===== config.mk =====
export PLATFORM = sky130hd
export DESIGN_NAME = sdmacTop
export DESIGN_NICKNAME = d
export VERILOG_FILES = /design/src/hdl/sdmacPkg.sv /design/src/hdl/apbRegs.sv /design/src/hdl/dmaFifo.sv /design/src/hdl/scsiSm.sv /design/src/hdl/sdmacTop.sv
export SDC_FILE = /design/constraint.sdc
export NUM_CORES = 1
export LEC_CHECK = 0
export ABC_AREA = 1
export BUFFER_PORTS_ARGS = -buffer_cell sky130_fd_sc_hd__buf_2
export CORE_UTILIZATION = 60
export CTS_CLUSTER_DIAMETER = 200
export CTS_CLUSTER_SIZE = 25
export DETAILED_ROUTE_END_ITERATION = 12
export GPL_TIMING_DRIVEN = 0
export MAX_ROUTING_LAYER = met4
export PLACE_DENSITY = 0.77
export SLEW_MARGIN = 30
export SYNTH_ARGS = -nofsm -noshare
export SYNTH_HDL_FRONTEND = slang
export SYNTH_SLANG_ARGS = --single-unit
export TNS_END_PERCENT = 1

===== constraint.sdc =====
create_clock -name BCLK -period 3.6 [get_ports BCLK]
set_input_delay 0 -clock BCLK [delete_from_list [all_inputs] [get_ports BCLK]]
set_output_delay 0 -clock BCLK [all_outputs]
set_load 0.02 [all_outputs]

===== src/hdl/sdmacPkg.sv =====
// SDMAC shared definitions
package sdmacPkg;

    typedef logic [7:0]  scsiByteT;                     // One byte on the SCSI data bus
    typedef logic [31:0] longWordT;                     // FIFO entry and APB data word
    typedef logic [7:0]  apbAddrT;                      // APB byte address
    typedef logic [4:0]  scsiRegT;                      // Register number inside the chip

    // APB register map
    localparam apbAddrT REG_CTRL      = 8'h00;          // Bit 0 dmaDir, bit 1 dmaEn
    localparam apbAddrT REG_STATUS    = 8'h04;          // Empty, full, count in 15:8
    localparam apbAddrT REG_FIFO      = 8'h08;          // Host side of the longword FIFO
    localparam apbAddrT REG_SCSI_BASE = 8'h80;          // Chip window, reg number in 6:2

    // Strobe widths in BCLK cycles
    localparam int CPU_STROBE_CYCLES = 2;               // RE/WE width for CPU register cycles
    localparam int DMA_STROBE_CYCLES = 2;               // RE/WE width with DACK

    typedef enum logic [2:0] {
        SM_IDLE,                                        // Arbitrate CPU over DMA
        SM_CPU_SETUP,                                   // CS, address and data out
        SM_CPU_STROBE,                                  // RE or WE active
        SM_CPU_HOLD,                                    // CS held, strobe released
        SM_DMA_STROBE,                                  // DACK with RE or WE
        SM_DMA_RECOVER                                  // Everything low for one cycle
    } scsiStateT;

endpackage


===== src/hdl/apbRegs.sv =====
// APB register block
`timescale 1ns/1ps

module apbRegs import sdmacPkg::*; #(
    parameter int FIFO_DEPTH = 8                        // Longwords in the FIFO
) (
    input  logic                        BCLK,
    input  logic                        CRESET_,
    input  logic                        psel_i,
    input  logic                        penable_i,
    input  logic                        pwrite_i,
    input  apbAddrT                     paddr_i,
    input  longWordT                    pwdata_i,
    output longWordT                    prdata_o,
    output logic                        pready_o,
    output logic                        pslverr_o,
    input  logic                        cpuDone_i,      // Chip cycle finished
    input  scsiByteT                    cpuRdata_i,     // Byte read from the chip
    input  longWordT                    hostRdata_i,    // FIFO head longword
    input  logic                        fifoEmpty_i,
    input  logic                        fifoFull_i,
    input  logic [$clog2(FIFO_DEPTH):0] fifoCount_i,
    output logic                        cpuReq_o,       // Held until cpuDone_i
    output logic                        cpuWrite_o,
    output scsiRegT                     cpuReg_o,
    output scsiByteT                    cpuWdata_o,
    output logic                        dmaDir_o,       // 1 = SCSI to FIFO
    output logic                        dmaEn_o,
    output logic                        hostPush_o,
    output longWordT                    hostWdata_o,
    output logic                        hostPop_o
);

    logic     accPhase;                                 // APB access phase
    logic     isCtrl, isStatus, isFifo, isWindow;       // Address decode
    logic     unmapped;                                 // No register at this address
    logic     fifoErr;                                  // Illegal FIFO access
    logic     winDoneQ;                                 // Chip cycle done, release PREADY
    longWordT statusWord;

    assign accPhase = psel_i & penable_i;
    assign isCtrl   = (paddr_i == REG_CTRL);
    assign isStatus = (paddr_i == REG_STATUS);
    assign isFifo   = (paddr_i == REG_FIFO);
    assign isWindow = (paddr_i >= REG_SCSI_BASE) && (paddr_i[1:0] == 2'b00); // Word aligned only
    assign unmapped = !(isCtrl | isStatus | isFifo | isWindow);

    // FIFO belongs to the DMA while dmaEn is set
    assign fifoErr = isFifo & (dmaEn_o | (pwrite_i ? fifoFull_i : fifoEmpty_i));

    assign cpuReq_o    = accPhase & isWindow & !winDoneQ; // Drops once PREADY goes out
    assign cpuWrite_o  = pwrite_i;
    assign cpuReg_o    = paddr_i[6:2];
    assign cpuWdata_o  = pwdata_i[7:0];
    assign hostWdata_o = pwdata_i;
    assign hostPush_o  = accPhase & isFifo & pwrite_i & !fifoErr;
    assign hostPop_o   = accPhase & isFifo & !pwrite_i & !fifoErr;

    assign pready_o  = accPhase & (isWindow ? winDoneQ : 1'b1); // Window waits for the chip
    assign pslverr_o = accPhase & !isWindow & (unmapped | fifoErr);

    always_comb begin
        statusWord                          = '0;
        statusWord[0]                       = fifoEmpty_i;
        statusWord[1]                       = fifoFull_i;
        statusWord[8 +: $bits(fifoCount_i)] = fifoCount_i; // Longword count
    end

    always_comb begin
        prdata_o = '0;
        if (isCtrl) begin
            prdata_o[1:0] = {dmaEn_o, dmaDir_o};
        end else if (isStatus) begin
            prdata_o = statusWord;
        end else if (isFifo) begin
            prdata_o = hostRdata_i;
        end else if (isWindow) begin
            prdata_o[7:0] = cpuRdata_i;                 // Latched by the sequencer
        end
    end

    always_ff @(posedge BCLK or negedge CRESET_) begin
        if (!CRESET_) begin
            dmaDir_o <= 1'b0;
            dmaEn_o  <= 1'b0;
            winDoneQ <= 1'b0;
        end else begin
            winDoneQ <= cpuDone_i;                      // One cycle, ends the transfer
            if (accPhase & isCtrl & pwrite_i) begin
                dmaDir_o <= pwdata_i[0];
                dmaEn_o  <= pwdata_i[1];
            end
        end
    end

    // Access phase must follow a setup phase
    apbSetupFirst: assert property (@(posedge BCLK) disable iff (!CRESET_)
        $rose(penable_i) |-> $past(psel_i));

endmodule


===== src/hdl/dmaFifo.sv =====
// Longword DMA FIFO
`timescale 1ns/1ps

module dmaFifo import sdmacPkg::*; #(
    parameter int FIFO_DEPTH = 8                        // Power of two, 2 to 64
) (
    input  logic                        BCLK,
    input  logic                        CRESET_,
    input  logic                        dmaDir_i,       // 1 = SCSI to FIFO
    input  logic                        hostPush_i,
    input  longWordT                    hostWdata_i,
    input  logic                        hostPop_i,
    input  logic                        byteIn_i,       // S2F byte strobe
    input  scsiByteT                    byteInData_i,
    input  logic                        byteOut_i,      // F2S byte taken
    output logic                        byteInReady_o,
    output scsiByteT                    byteOutData_o,
    output logic                        byteOutValid_o,
    output longWordT                    hostRdata_o,
    output logic                        fifoEmpty_o,
    output logic                        fifoFull_o,
    output logic [$clog2(FIFO_DEPTH):0] fifoCount_o
);

    localparam int PTR_W = $clog2(FIFO_DEPTH);

    longWordT         mem [FIFO_DEPTH];                 // Longword store
    logic [PTR_W-1:0] nextIn;                           // Next in pointer
    logic [PTR_W-1:0] nextOut;                          // Next out pointer
    logic [PTR_W:0]   count;
    logic [1:0]       bytePtr;                          // Byte lane, 0 first
    logic [23:0]      asmBytes;                         // Lanes 0..2 of the word being packed
    logic             dmaDirQ;                          // Detects dmaDir falling
    logic             byteCommit, bytePop;              // Lane 3 reached
    logic             memWrite, memRead;
    longWordT         writeWord;

    assign byteCommit = byteIn_i & (bytePtr == 2'd3);
    assign bytePop    = byteOut_i & (bytePtr == 2'd3);
    assign memWrite   = hostPush_i | byteCommit;
    assign memRead    = hostPop_i | bytePop;
    assign writeWord  = byteCommit ? {byteInData_i, asmBytes} : hostWdata_i; // Little endian

    assign fifoEmpty_o    = (count == '0);
    assign fifoFull_o     = (count == (PTR_W+1)'(FIFO_DEPTH));
    assign fifoCount_o    = count;
    assign byteInReady_o  = !fifoFull_o;
    assign byteOutValid_o = !fifoEmpty_o;
    assign hostRdata_o    = mem[nextOut];
    assign byteOutData_o  = mem[nextOut][{bytePtr, 3'b000} +: 8]; // Current outgoing lane

    always_ff @(posedge BCLK or negedge CRESET_) begin
        if (!CRESET_) begin
            nextIn  <= '0;
            nextOut <= '0;
            count   <= '0;
            bytePtr <= '0;
            dmaDirQ <= 1'b0;
        end else begin
            dmaDirQ <= dmaDir_i;
            if (memWrite) nextIn <= nextIn + 1'b1;      // Wraps at depth
            if (memRead) nextOut <= nextOut + 1'b1;
            count <= count + {{PTR_W{1'b0}}, memWrite} - {{PTR_W{1'b0}}, memRead};
            if (dmaDirQ && !dmaDir_i) begin
                bytePtr <= '0;                          // Direction cleared, restart lanes
            end else if (byteIn_i || byteOut_i) begin
                bytePtr <= bytePtr + 2'd1;
            end
        end
    end

    always_ff @(posedge BCLK) begin
        if (memWrite) mem[nextIn] <= writeWord;
        if (byteIn_i && bytePtr != 2'd3) begin
            asmBytes[{bytePtr, 3'b000} +: 8] <= byteInData_i; // Pack lanes 0..2
        end
    end

    // Overflow and underflow from either side
    noCommitFull: assert property (@(posedge BCLK) disable iff (!CRESET_)
        memWrite |-> !fifoFull_o);
    noPopEmpty: assert property (@(posedge BCLK) disable iff (!CRESET_)
        memRead |-> !fifoEmpty_o);

endmodule


===== src/hdl/scsiSm.sv =====
// SCSI chip sequencer
`timescale 1ns/1ps

module scsiSm import sdmacPkg::*; (
    input  logic     BCLK,
    input  logic     CRESET_,
    input  logic     cpuReq_i,                          // CPU register cycle wanted
    input  logic     cpuWrite_i,
    input  scsiRegT  cpuReg_i,
    input  scsiByteT cpuWdata_i,
    input  logic     dmaDir_i,                          // 1 = SCSI to FIFO
    input  logic     dmaEn_i,
    input  logic     dreq_i,                            // Chip has a DMA byte ready
    input  scsiByteT scsiData_i,
    input  logic     byteInReady_i,                     // FIFO can take a byte
    input  logic     byteOutValid_i,                    // FIFO has a byte
    input  scsiByteT byteOutData_i,
    output logic     cpuDone_o,                         // One cycle pulse
    output scsiByteT cpuRdata_o,
    output logic     scsiCs_o,
    output logic     scsiRe_o,
    output logic     scsiWe_o,
    output scsiRegT  scsiAddr_o,
    output scsiByteT scsiData_o,
    output logic     scsiDataOe_o,                      // Drive the chip data bus
    output logic     dack_o,
    output logic     byteIn_o,                          // Hand a byte to the FIFO
    output scsiByteT byteInData_o,
    output logic     byteOut_o                          // Byte taken from the FIFO
);

    scsiStateT  state;
    logic [3:0] strobeCnt;                              // Remaining strobe cycles
    logic       startCpu;
    logic       startDma;
    logic       strobeLast;

    assign startCpu   = cpuReq_i & !cpuDone_o;          // Request still up while done returns
    assign startDma   = dmaEn_i & dreq_i & !cpuReq_i &
                        (dmaDir_i ? byteInReady_i : byteOutValid_i); // CPU has priority
    assign strobeLast = (strobeCnt == '0);

    always_ff @(posedge BCLK or negedge CRESET_) begin
        if (!CRESET_) begin
            state        <= SM_IDLE;
            strobeCnt    <= '0;
            cpuDone_o    <= 1'b0;
            scsiCs_o     <= 1'b0;
            scsiRe_o     <= 1'b0;
            scsiWe_o     <= 1'b0;
            scsiDataOe_o <= 1'b0;
            dack_o       <= 1'b0;
            byteIn_o     <= 1'b0;
            byteOut_o    <= 1'b0;
        end else begin
            cpuDone_o <= 1'b0;                          // Pulses by default
            byteIn_o  <= 1'b0;
            byteOut_o <= 1'b0;
            case (state)
                SM_IDLE: begin
                    if (startCpu) begin
                        state        <= SM_CPU_SETUP;
                        scsiCs_o     <= 1'b1;
                        scsiDataOe_o <= cpuWrite_i;
                    end else if (startDma) begin
                        state        <= SM_DMA_STROBE;
                        strobeCnt    <= 4'(DMA_STROBE_CYCLES - 1);
                        dack_o       <= 1'b1;
                        scsiRe_o     <= dmaDir_i;       // Read chip for S2F
                        scsiWe_o     <= !dmaDir_i;      // Write chip for F2S
                        scsiDataOe_o <= !dmaDir_i;
                    end
                end
                SM_CPU_SETUP: begin
                    state     <= SM_CPU_STROBE;
                    strobeCnt <= 4'(CPU_STROBE_CYCLES - 1);
                    scsiRe_o  <= !cpuWrite_i;
                    scsiWe_o  <= cpuWrite_i;
                end
                SM_CPU_STROBE: begin
                    if (strobeLast) begin
                        state    <= SM_CPU_HOLD;
                        scsiRe_o <= 1'b0;
                        scsiWe_o <= 1'b0;
                    end else begin
                        strobeCnt <= strobeCnt - 4'd1;
                    end
                end
                SM_CPU_HOLD: begin
                    state        <= SM_IDLE;
                    scsiCs_o     <= 1'b0;
                    scsiDataOe_o <= 1'b0;
                    cpuDone_o    <= 1'b1;
                end
                SM_DMA_STROBE: begin
                    if (strobeLast) begin
                        state        <= SM_DMA_RECOVER;
                        dack_o       <= 1'b0;
                        scsiRe_o     <= 1'b0;
                        scsiWe_o     <= 1'b0;
                        scsiDataOe_o <= 1'b0;
                        byteIn_o     <= dmaDir_i;
                        byteOut_o    <= !dmaDir_i;
                    end else begin
                        strobeCnt <= strobeCnt - 4'd1;
                    end
                end
                SM_DMA_RECOVER: state <= SM_IDLE;       // FIFO pointers settle here
                default: state <= SM_IDLE;
            endcase
        end
    end

    // Bus address and data
    always_ff @(posedge BCLK) begin
        if (state == SM_IDLE && startCpu) begin
            scsiAddr_o <= cpuReg_i;
            scsiData_o <= cpuWdata_i;
        end else if (state == SM_IDLE && startDma) begin
            scsiData_o <= byteOutData_i;                // Lane picked by the FIFO byte pointer
        end
        if (state == SM_CPU_STROBE && strobeLast) cpuRdata_o <= scsiData_i;   // Last RE edge
        if (state == SM_DMA_STROBE && strobeLast) byteInData_o <= scsiData_i;
    end

    // Chip side strobe rules
    reWeExclusive: assert property (@(posedge BCLK) disable iff (!CRESET_)
        !(scsiRe_o && scsiWe_o));
    dackNotCs: assert property (@(posedge BCLK) disable iff (!CRESET_)
        !(dack_o && scsiCs_o));

endmodule


===== src/hdl/sdmacTop.sv =====
// SDMAC top level
`timescale 1ns/1ps

module sdmacTop import sdmacPkg::*; #(
    parameter int FIFO_DEPTH = 8                        // Longwords in the FIFO
) (
    input  logic     BCLK,
    input  logic     CRESET_,
    input  logic     psel_i,
    input  logic     penable_i,
    input  logic     pwrite_i,
    input  apbAddrT  paddr_i,
    input  longWordT pwdata_i,
    output longWordT prdata_o,
    output logic     pready_o,
    output logic     pslverr_o,
    output logic     scsiCs_o,
    output logic     scsiRe_o,
    output logic     scsiWe_o,
    output scsiRegT  scsiAddr_o,
    output scsiByteT scsiData_o,
    output logic     scsiDataOe_o,
    output logic     dack_o,
    input  logic     dreq_i,
    input  scsiByteT scsiData_i
);

    logic                        cpuReq, cpuWrite, cpuDone;  // CPU register cycle
    scsiRegT                     cpuReg;
    scsiByteT                    cpuWdata, cpuRdata;
    logic                        dmaDir, dmaEn;
    logic                        hostPush, hostPop;          // Host side of the FIFO
    longWordT                    hostWdata, hostRdata;
    logic                        fifoEmpty, fifoFull;
    logic [$clog2(FIFO_DEPTH):0] fifoCount;
    logic                        byteIn, byteInReady;        // S2F lane
    scsiByteT                    byteInData;
    logic                        byteOut, byteOutValid;      // F2S lane
    scsiByteT                    byteOutData;

    apbRegs #(.FIFO_DEPTH(FIFO_DEPTH)) i_apbRegs (
        .BCLK, .CRESET_, .psel_i, .penable_i, .pwrite_i, .paddr_i, .pwdata_i,
        .prdata_o, .pready_o, .pslverr_o,
        .cpuDone_i(cpuDone), .cpuRdata_i(cpuRdata), .hostRdata_i(hostRdata),
        .fifoEmpty_i(fifoEmpty), .fifoFull_i(fifoFull), .fifoCount_i(fifoCount),
        .cpuReq_o(cpuReq), .cpuWrite_o(cpuWrite), .cpuReg_o(cpuReg), .cpuWdata_o(cpuWdata),
        .dmaDir_o(dmaDir), .dmaEn_o(dmaEn),
        .hostPush_o(hostPush), .hostWdata_o(hostWdata), .hostPop_o(hostPop)
    );

    scsiSm i_scsiSm (
        .BCLK, .CRESET_,
        .cpuReq_i(cpuReq), .cpuWrite_i(cpuWrite), .cpuReg_i(cpuReg), .cpuWdata_i(cpuWdata),
        .dmaDir_i(dmaDir), .dmaEn_i(dmaEn), .dreq_i, .scsiData_i,
        .byteInReady_i(byteInReady), .byteOutValid_i(byteOutValid),
        .byteOutData_i(byteOutData),
        .cpuDone_o(cpuDone), .cpuRdata_o(cpuRdata),
        .scsiCs_o, .scsiRe_o, .scsiWe_o, .scsiAddr_o, .scsiData_o, .scsiDataOe_o, .dack_o,
        .byteIn_o(byteIn), .byteInData_o(byteInData), .byteOut_o(byteOut)
    );

    dmaFifo #(.FIFO_DEPTH(FIFO_DEPTH)) i_dmaFifo (
        .BCLK, .CRESET_, .dmaDir_i(dmaDir),
        .hostPush_i(hostPush), .hostWdata_i(hostWdata), .hostPop_i(hostPop),
        .byteIn_i(byteIn), .byteInData_i(byteInData), .byteOut_i(byteOut),
        .byteInReady_o(byteInReady), .byteOutData_o(byteOutData),
        .byteOutValid_o(byteOutValid), .hostRdata_o(hostRdata),
        .fifoEmpty_o(fifoEmpty), .fifoFull_o(fifoFull), .fifoCount_o(fifoCount)
    );

endmodule


==> results_dict.tcl, run 1 <==
set metrics [dict create \
    outcome "complete, but fails checks" \
    violations "negative hold slack" \
    post-route-period-util_pct 80.1 \
    cts_tree "built" \
    postPlaceCellArea_sq_um 16600 \
    grt_pass1_vias 11000 \
    yosys.area.top_type "edfxtp_1" \
    final_cell_mix "591 x nand2_1, 309 x edfxtp_1, 211 x inv_1, 176 x nand3_1, 139 x buf_2" \
    drt_iter0_markers 1663 \
    drv_slew 0 \
    postLayoutCellArea_sq_um 17300 \
    ys_types 32 \
    drv_cap 0 \
    final_layout_size_suffix_gt1_share_pct 11.3 \
    slew_headroom_pct 32.9 \
    coreArea_sq_um 24600 \
    layout_commonest_cell "nand2_1" \
    path_class "register to register" \
    synthesis.area_sq_um 15200 \
    synth_area_leaders "edfxtp_1 61%, nand2_1 15%, nand3_1 5.8%, inv_1 5.2%, dfrtp_1 5.1%" \
    synth-edff-count 309 \
    startpoint_type "register" \
    drt_pass1_iterations 6 \
    root_buffer "clkbuf_16" \
    grt_max_degree 32 \
    n_antenna_cell 0 \
    die_h_um 161 \
    yosysWarnings 0 \
    via_count 11700 \
    antenna_found_initial 0 \
    post_drt_wl_per_cell_um 20.5 \
    clock_latency_ps 510 \
    cts_buffer_depth 3 \
    peakVddDrop_uv 433 \
    cts_made_buffers 17 \
    routed_via_density 5.68 \
    tns_ps 0 \
    remaining_drc_errors 0 \
    fin_nets 1791 \
    holdBufCountCts 24 \
    grt_first_pass_wirelength_um 63400 \
    seqCellArea_sq_um 10100 \
    place_congestion 0.962 \
    hold_viol_final 5 \
    p_per_area_nw_per_um2 441 \
    totalWireLength_um 42200 \
    end_kind "register" \
    die-area_sq_um 26100 \
    post_cts_buffers 0 \
    worst_pin_slew_ps 996 \
    whs_ps -7.30 \
    syn-instance-count 1561 \
    synth-seq-cells 340 \
    fmax_mhz 347 \
    synth_flop_cell "edfxtp_1" \
    dp_hpwl_um 30000 \
    min_path_type "primary input to register" \
    multiInputGateArea_sq_um 4130 \
    finClkSkew_ps 20.7 \
    syn_nets 1631 \
    port-buffer-count 105 \
    worstPathArrival_ps 3290 \
    cts_num_sinks 340 \
    start_util_pct 62.0 \
    ctsHtreeMaxLevel 1 \
    gr-total-overflow 0 \
    rsz0062_at_grt "no" \
    area_delta_synth_final_pct 13.3 \
    synth_area_per_cell_sq_um 9.77 \
    crit_required_ps 4010 \
    synth_top_area_share_pct 60.9 \
    fillerInstances 1775 \
    worstPathMaxFanout 4 \
    p_leak_nw 7.65 \
    setup_violations 0 \
    boundaryPins 106 \
    grt_use_total_pct 34.1 \
    ys_seq_area_share_pct 65.9 \
    clk_pin_slew_worst_paths_ps 100 \
    min_period_ps 2880 \
    synthArstFlopShare_pct 9.12 \
    post_cts_resized 0 \
    final_core_util_pct 70.2 \
    rows 57 \
    ant_nets 0 \
    die_w_um 161 \
]
-- cell type report --
type / count / share of cell area, %
plain buffers: 63 / 1.70
clock buffers: 28 / 2.70
clock inverters: 2 / 0.116
inverters: 220 / 4.78
multi-input cells: 938 / 23.9
flip-flops and latches: 340 / 58.2
well taps: 324 / 2.35
repair buffers: 141 / 6.26
-- report_power, final --
group          internal (mW)  leakage (nW)  switching [mW]
Clock                  0.912         0.233            1.19
Sequential              4.42          3.21          0.0608
Combinational          0.314          4.21           0.717
Total                   5.65          7.65            1.97
-- logic make-up after synthesis --
logic type | Yosys count | share of synthesized area, %
compound gates | 56 | 1.97
xor+xnor | 6 | 0.345
simple gates | 860 | 23.0
flops | 340 | 65.9
buf+inv | 283 | 7.34
fa+ha+maj | 16 | 1.36
-- cells in the mapped netlist, types with 5 or more instances --
| cell type | count |
|---|---|
| a21oi_1 | 20 |
| buf_1 | 10 |
| buf_2 | 34 |
| clkbuf_1 | 16 |
| dfrtp_1 | 31 |
| edfxtp_1 | 309 |
| ha_1 | 15 |
| inv_1 | 211 |
| inv_2 | 7 |
| nand2_1 | 591 |
| nand3_1 | 176 |
| nor2_1 | 79 |
| o21ai_0 | 24 |
| o22ai_1 | 5 |
-- flip-flops by register name, summed over array words and instances, names as in the netlist, 2 cells and up --
name	cells
i_dmaFifo.asmBytes	24
i_dmaFifo.mem	256
i_dmaFifo.nextIn	3
i_scsiSm.scsiAddr_o	5
i_dmaFifo.nextOut	3
i_scsiSm.scsiData_o	8
i_scsiSm.strobeCnt	4
i_dmaFifo.bytePtr	2
i_scsiSm.cpuRdata_o	8
i_scsiSm.byteInData_o	8
i_dmaFifo.fifoCount_o	4
i_scsiSm.state	3
-- per-layer routing --
| layer | GRT usage (%) | wire [um] | share of wire [%] | vias to the layer above |
|---|---|---|---|---|
| met5 | - | 0 | 0 | - |
| met4 | 13.6 | 1970 | 4.7 | 0 |
| met3 | 5.03 | 4740 | 11 | 130 |
| met2 | 54.4 | 19900 | 47 | 763 |
| met1 | 44.4 | 15600 | 37 | 5447 |
| li1 | - | - | - | 5339 |
-- path summary, 6_finish.rpt --
| check | startpoint | to | slack, ps | cells past startpoint |
|---|---|---|---|---|
| min in group asynchronous | CRESET_ | i_scsiSm.strobeCnt[1] | 60 | 2 |
| worst min register to register | i_scsiSm.cpuDone_o | i_apbRegs.winDoneQ | 380 | 0 |
| worst max-delay path | i_dmaFifo.fifoCount_o[2] | i_dmaFifo.fifoCount_o[2] | 720 | 12 |
| max in group asynchronous | CRESET_ | i_dmaFifo.nextIn[2] | 3070 | 2 |
| worst min-delay path | pwdata_i[14] | i_dmaFifo.mem[2][14] | -7 | 3 |
| worst max register to register | i_dmaFifo.fifoCount_o[2] | i_dmaFifo.fifoCount_o[2] | 720 | 12 |
-- through the flow --
stage                     power, mW  setup slack (ps)  cells
after floorplan                5.23               605   1561
after global placement         5.51             -1080   1990
final                          7.62               715   2056
after CTS                      7.58               786   2056
after global routing           7.87               627   2056
after detailed placement       5.55               821   2002
-- worst max-delay path, cell delays in order (launching register included) --
cell and delay [ps]:
dfrtp_1 370, inv_1 130, ha_1 180, nand3_1 140, o21ai_0 280, inv_1 100
nand4_1 230, nand2_1 170, ha_1 330, inv_1 40, ha_1 220, fa_1 390
xor2_1 170
(Power assumes the default switching activity.)
==> run 2: changes to the inputs <==
==> constraint.sdc (replaced) <==
create_clock -name BCLK -period 2.8 [get_ports BCLK]
set_input_delay 0 -clock BCLK [delete_from_list [all_inputs] [get_ports BCLK]]
set_output_delay 0 -clock BCLK [all_outputs]
set_load 0.02 [all_outputs]
==> run 2 against run 1 <==
Register-to-register slack got worse by 620 ps. The flow still finishes with violations (negative hold slack). Critical path depth fell by 3. Clock skew fell by 2.4 ps. Combinational power rose by 29%. Global-route usage did not move. Die area did not move. Clock-buffer cell count did not move. Core utilization barely moved. Flip-flop and latch count did not move. Sequential power rose by 29%.
==> results_dict.tcl, run 2 (synthesized netlist as in run 1, its figures left out) <==
set metrics [dict create \
    critPathCapture "prdata_o[0]" \
    largest_reg_flops 256 \
    cts_num_sinks 340 \
    die-area_sq_um 26100 \
    setup_violations 0 \
    drv_cap 0 \
    worst_pin_slew_ps 1060 \
    finClkSkew_ps 18.3 \
    fmax_mhz 361 \
    grt_pass1_vias 11000 \
    fin_nets 1792 \
    antenna_found_initial 0 \
    rrSetupSlack_ps 100 \
    gr-total-overflow 0 \
    cts_made_buffers 17 \
    remaining_drc_errors 0 \
    path_class "register to output port" \
    worstReg2RegStart "i_dmaFifo.fifoCount_o[3]" \
    min_period_ps 2770 \
    place_congestion 0.962 \
    critPathLaunch "i_dmaFifo.nextOut[2]" \
    crit_required_ps 2800 \
    ant_nets 0 \
    peakVddDrop_uv 556 \
    routed_via_density 5.67 \
    clock_latency_ps 510 \
    hold_viol_final 5 \
    final_layout_size_suffix_gt1_share_pct 11.5 \
    grt_use_total_pct 34.1 \
    post-route-period-util_pct 98.8 \
    area_delta_synth_final_pct 13.4 \
    place_ws_ps 20.7 \
    cts_buffer_depth 3 \
    postLayoutCellArea_sq_um 17300 \
    p_per_area_nw_per_um2 567 \
    whs_ps -5.41 \
    ff2ff_path_depth 12 \
    fillerInstances 1774 \
    via_count 11700 \
    instances_no_fill 2057 \
    drt_iter0_markers 1656 \
    drv_slew 0 \
    post_drt_wl_per_cell_um 20.5 \
    clk_pin_slew_worst_paths_ps 100 \
    end_kind "output port" \
    boundaryPins 106 \
    layout_commonest_cell "nand2_1" \
    grt_first_pass_wirelength_um 63400 \
    postPlaceCellArea_sq_um 16600 \
    grt_max_degree 32 \
    dp_hpwl_um 30000 \
    root_buffer "clkbuf_16" \
    reg.largest.list "i_dmaFifo.mem: 256 flops, i_dmaFifo.asmBytes: 24 flops" \
    final_cell_mix "590 x nand2_1, 309 x edfxtp_1, 210 x inv_1, 176 x nand3_1, 139 x buf_2" \
    violations "negative hold slack" \
    outcome "complete, but fails checks" \
    port-buffer-count 105 \
    totalWireLength_um 42200 \
    rsz0062_at_grt "yes" \
    startpoint_type "register" \
    ctsHtreeMaxLevel 1 \
    min_path_type "primary input to register" \
    fin_ws_ps 33.4 \
    dp.cells 2002 \
    cts_tree "built" \
    p_leak_nw 7.65 \
    coreArea_sq_um 24600 \
    rows 57 \
    worst_r2r_endpoint "i_dmaFifo.mem[4][12]" \
    worstPathMaxFanout 10 \
    finalPower_mw 9.80 \
    die_w_um 161 \
    worstPathArrival_ps 2770 \
    start_util_pct 62.0 \
    die_h_um 161 \
    n_antenna_cell 0 \
    drt_pass1_iterations 5 \
    largest_register "i_dmaFifo.mem" \
    slew_headroom_pct 28.7 \
]
## run 2: changes by cell type in the layout (fill, tap and decap cells not counted), sizes merged
cell,delta
buf,+1
## run 2: area by class of cell
class                      count  area [sq um]  share of cell area [%]
inverter                     220           826                    4.78
multi-input combinational    938          4140                    23.9
timing repair buffer         142          1090                    6.30
clock buffer                  28           467                    2.70
buffer                        63           294                    1.70
sequential                   340         10100                    58.1
tap                          324           405                    2.34
clock inverter                 2          20.0                   0.116
## run 2: power by group
group | internal, mW | switching, mW
clock | 1.17 | 1.53
sequential | 5.69 | 0.0785
combinational | 0.405 | 0.921
total | 7.27 | 2.53
## run 2: worst min-delay path by stage
stage                            start               endpoint  cells past startpoint
after floorplan                CRESET_     i_apbRegs.dmaDir_o                      0
after global placement         CRESET_  i_scsiSm.strobeCnt[1]                      1
after detailed placement       CRESET_  i_scsiSm.strobeCnt[1]                      1
after CTS                   paddr_i[0]     i_apbRegs.dmaDir_o                      6
after global routing      pwdata_i[14]   i_dmaFifo.mem[6][14]                      3
final                     pwdata_i[14]   i_dmaFifo.mem[2][14]                      3
## run 2: routing by layer
layer  vias up  share of wire (%)  GRT usage [%]
li1       5330                  -              -
met1      5460                 37           44.4
met2       737                 47           54.4
met3       144                 11           5.03
met4         0                4.9           13.6
met5         -                  0              -
## run 2: through the flow
step / TNS, ps / util [%]
floorplan: -45230 / -
global placement: -447540 / 65.8
detailed placement: 0 / 67.3
CTS: 0 / 70.2
global route: -159 / 70.3
finish: 0 / 70.3
## run 2: critical path, stage by stage, from the launching register on
cell,delay (ps)
dfrtp_1,370
buf_2,210
inv_1,160
clkbuf_1,560
nand3_1,180
nand2_1,230
nor2_1,70
a21oi_1,160
o211ai_1,120
buf_2,180
## run 2: repair_timing
item                                    4_1_cts  5_1_grt
endpoints found under the hold margin        68        0
gates resized for setup                       1        2
endpoints found under the setup margin        1       25
buffers inserted                              0        1
hold buffers                                 24        0
==> run 3: changes to the inputs <==
--- a/config.mk
+++ b/config.mk
@@ -14,6 +14,7 @@
 export GPL_TIMING_DRIVEN = 0
 export MAX_ROUTING_LAYER = met4
 export PLACE_DENSITY = 0.77
+export SETUP_SLACK_MARGIN = 0.15
 export SLEW_MARGIN = 30
 export SYNTH_ARGS = -nofsm -noshare
 export SYNTH_HDL_FRONTEND = slang
==> run 3 against run 2 <==
The flow still finishes with violations (negative hold slack). Flip-flop and latch count did not move. Non-clock buffer count rose by 1. First-iteration DRC count fell by 4.9%. Final cell count barely moved. Setup slack improved by 100 ps. Clock skew rose by 3.9 ps. Largest cell class unchanged. Highest routed layer unchanged.
==> results_dict.tcl, run 3 (synthesized netlist as in run 1, its figures left out) <==
set metrics [dict create \
    p_per_area_nw_per_um2 566 \
    gr-total-overflow 0 \
    setup_violations 0 \
    rrSetupSlack_ps 130 \
    instances_no_fill 2058 \
    grt_first_pass_wirelength_um 63500 \
    seqCellArea_sq_um 10100 \
    cts_buffer_depth 3 \
    final_cell_mix "589 x nand2_1, 309 x edfxtp_1, 210 x inv_1, 176 x nand3_1, 137 x buf_2" \
    postLayoutCellArea_sq_um 17300 \
    clk_pin_slew_worst_paths_ps 100 \
    worstPathArrival_ps 2890 \
    post_drt_wl_per_cell_um 20.6 \
    cp_top_family "simple AND/OR/NAND/NOR gates" \
    critPathBufInv 4 \
    hold_viol_final 8 \
    worstPathCellList "inv_1, ha_1, nand3_1, inv_1, nand2_1, o21ai_1, nor2_1, nand3_1, nand2_4, inv_1, nor2_4, buf_16" \
    ctsHtreeMaxLevel 1 \
    layout_commonest_cell "nand2_1" \
    fillerInstances 1763 \
    rows 57 \
    rsz0062_at_grt "yes" \
    tns_ps 0 \
    drv_cap 0 \
    worstPathMaxFanout 18 \
    boundaryPins 106 \
    min_path_type "primary input to register" \
    grt_use_total_pct 34.2 \
    die_h_um 161 \
    post-route-period-util_pct 95.2 \
    crit_required_ps 3020 \
    whs_ps -19.7 \
    start_util_pct 62.0 \
    end_kind "register" \
    grt_pass1_vias 11000 \
    die-area_sq_um 26100 \
    largest_reg_flops 256 \
    min_period_ps 2670 \
    port-buffer-count 105 \
    die_w_um 161 \
    via_count 11700 \
    antenna_found_initial 0 \
    worst_pin_slew_ps 1050 \
    fmax_mhz 375 \
    fin_nets 1793 \
    largest_register "i_dmaFifo.mem" \
    violations "negative hold slack" \
    final_layout_size_suffix_gt1_share_pct 12.1 \
    drt_pass1_iterations 6 \
    multiInputGateArea_sq_um 4150 \
    slew_headroom_pct 29.3 \
    postPlaceCellArea_sq_um 16600 \
    grt_max_degree 32 \
    cts_made_buffers 17 \
    area_delta_synth_final_pct 13.7 \
    outcome "complete, but fails checks" \
    cp_slowest_stage_delay_ps 600 \
    n_antenna_cell 0 \
    cp_common_cell "inv_1" \
    remaining_drc_errors 0 \
    dp.cells 2002 \
    startpoint_type "register" \
    dp_hpwl_um 30000 \
    coreArea_sq_um 24600 \
    finClkSkew_ps 22.2 \
    drv_slew 0 \
    root_buffer "clkbuf_16" \
    worst_path_max_delay_cell "nor2_4" \
    place_congestion 0.962 \
    totalWireLength_um 42400 \
    cts_tree "built" \
    peakVddDrop_uv 560 \
    p_leak_nw 7.69 \
    ant_nets 0 \
    path_class "register to register" \
    clock_latency_ps 520 \
    cts_num_sinks 340 \
    routed_via_density 5.68 \
    drt_iter0_markers 1575 \
    reg.largest.list "i_dmaFifo.mem: 256 flops, i_dmaFifo.asmBytes: 24 flops" \
]
[run 3: metal layers]
layer	vias to the layer above	GRT usage [%]	wire length (um)
met1	5484	44.7	15800
met3	131	4.83	4680
met2	743	54.4	19900
li1	5340	-	-
met5	-	-	0
met4	0	13.7	2030
[run 3: stage by stage]
stage | util, % | power [mW] | setup WS (ps)
2_1_floorplan | - | 6.73 | -195
3_3_place_gp | 65.8 | 7.08 | -1880
3_5_place_dp | 67.3 | 7.13 | 20.7
4_1_cts | 70.3 | 9.75 | 112
5_1_grt | 70.5 | 10.1 | 23.9
6_report | 70.5 | 9.81 | 134
[run 3: path summary, 6_finish.rpt]
check	startpoint	endpoint	cells past startpoint
setup / recovery	i_dmaFifo.fifoCount_o[3]	i_dmaFifo.mem[0][20]	12
max in group asynchronous	CRESET_	i_dmaFifo.dmaDirQ	2
setup reg to reg	i_dmaFifo.fifoCount_o[3]	i_dmaFifo.mem[0][20]	12
hold reg to reg	i_scsiSm.cpuDone_o	i_apbRegs.winDoneQ	0
hold / removal	pwdata_i[14]	i_dmaFifo.mem[6][14]	3
min in group asynchronous	CRESET_	i_scsiSm.strobeCnt[1]	2
[run 3: area by class of cell]
cell class / count / share of cell area, %
flip-flops and latches: 340 / 58.0
plain buffers: 63 / 1.78
well taps: 324 / 2.34
inverters: 220 / 4.76
clock buffers: 28 / 2.69
clock inverters: 2 / 0.115
repair buffers: 143 / 6.39
multi-input cells: 938 / 23.9
[run 3: what timing repair did]
action | 4_1_cts | 5_1_grt
pin swaps | 0 | 3
hold buffers | 24 | 0
gates resized for setup | 2 | 17
setup endpoints to repair | 56 | 87
hold endpoints to repair | 68 | 0
buffers inserted | 1 | 1
cloned | 0 | 0
[run 3: worst min-delay path: stages]
cell,delay [ps]
buf_2,80
nand2_1,50
nand2_1,210
[run 3: where the power goes]
| group | total [mW] | switching, mW | internal (mW) |
|---|---|---|---|
| combinational | 1.33 | 0.923 | 0.405 |
| sequential | 5.77 | 0.0807 | 5.69 |
| clock | 2.72 | 1.54 | 1.17 |
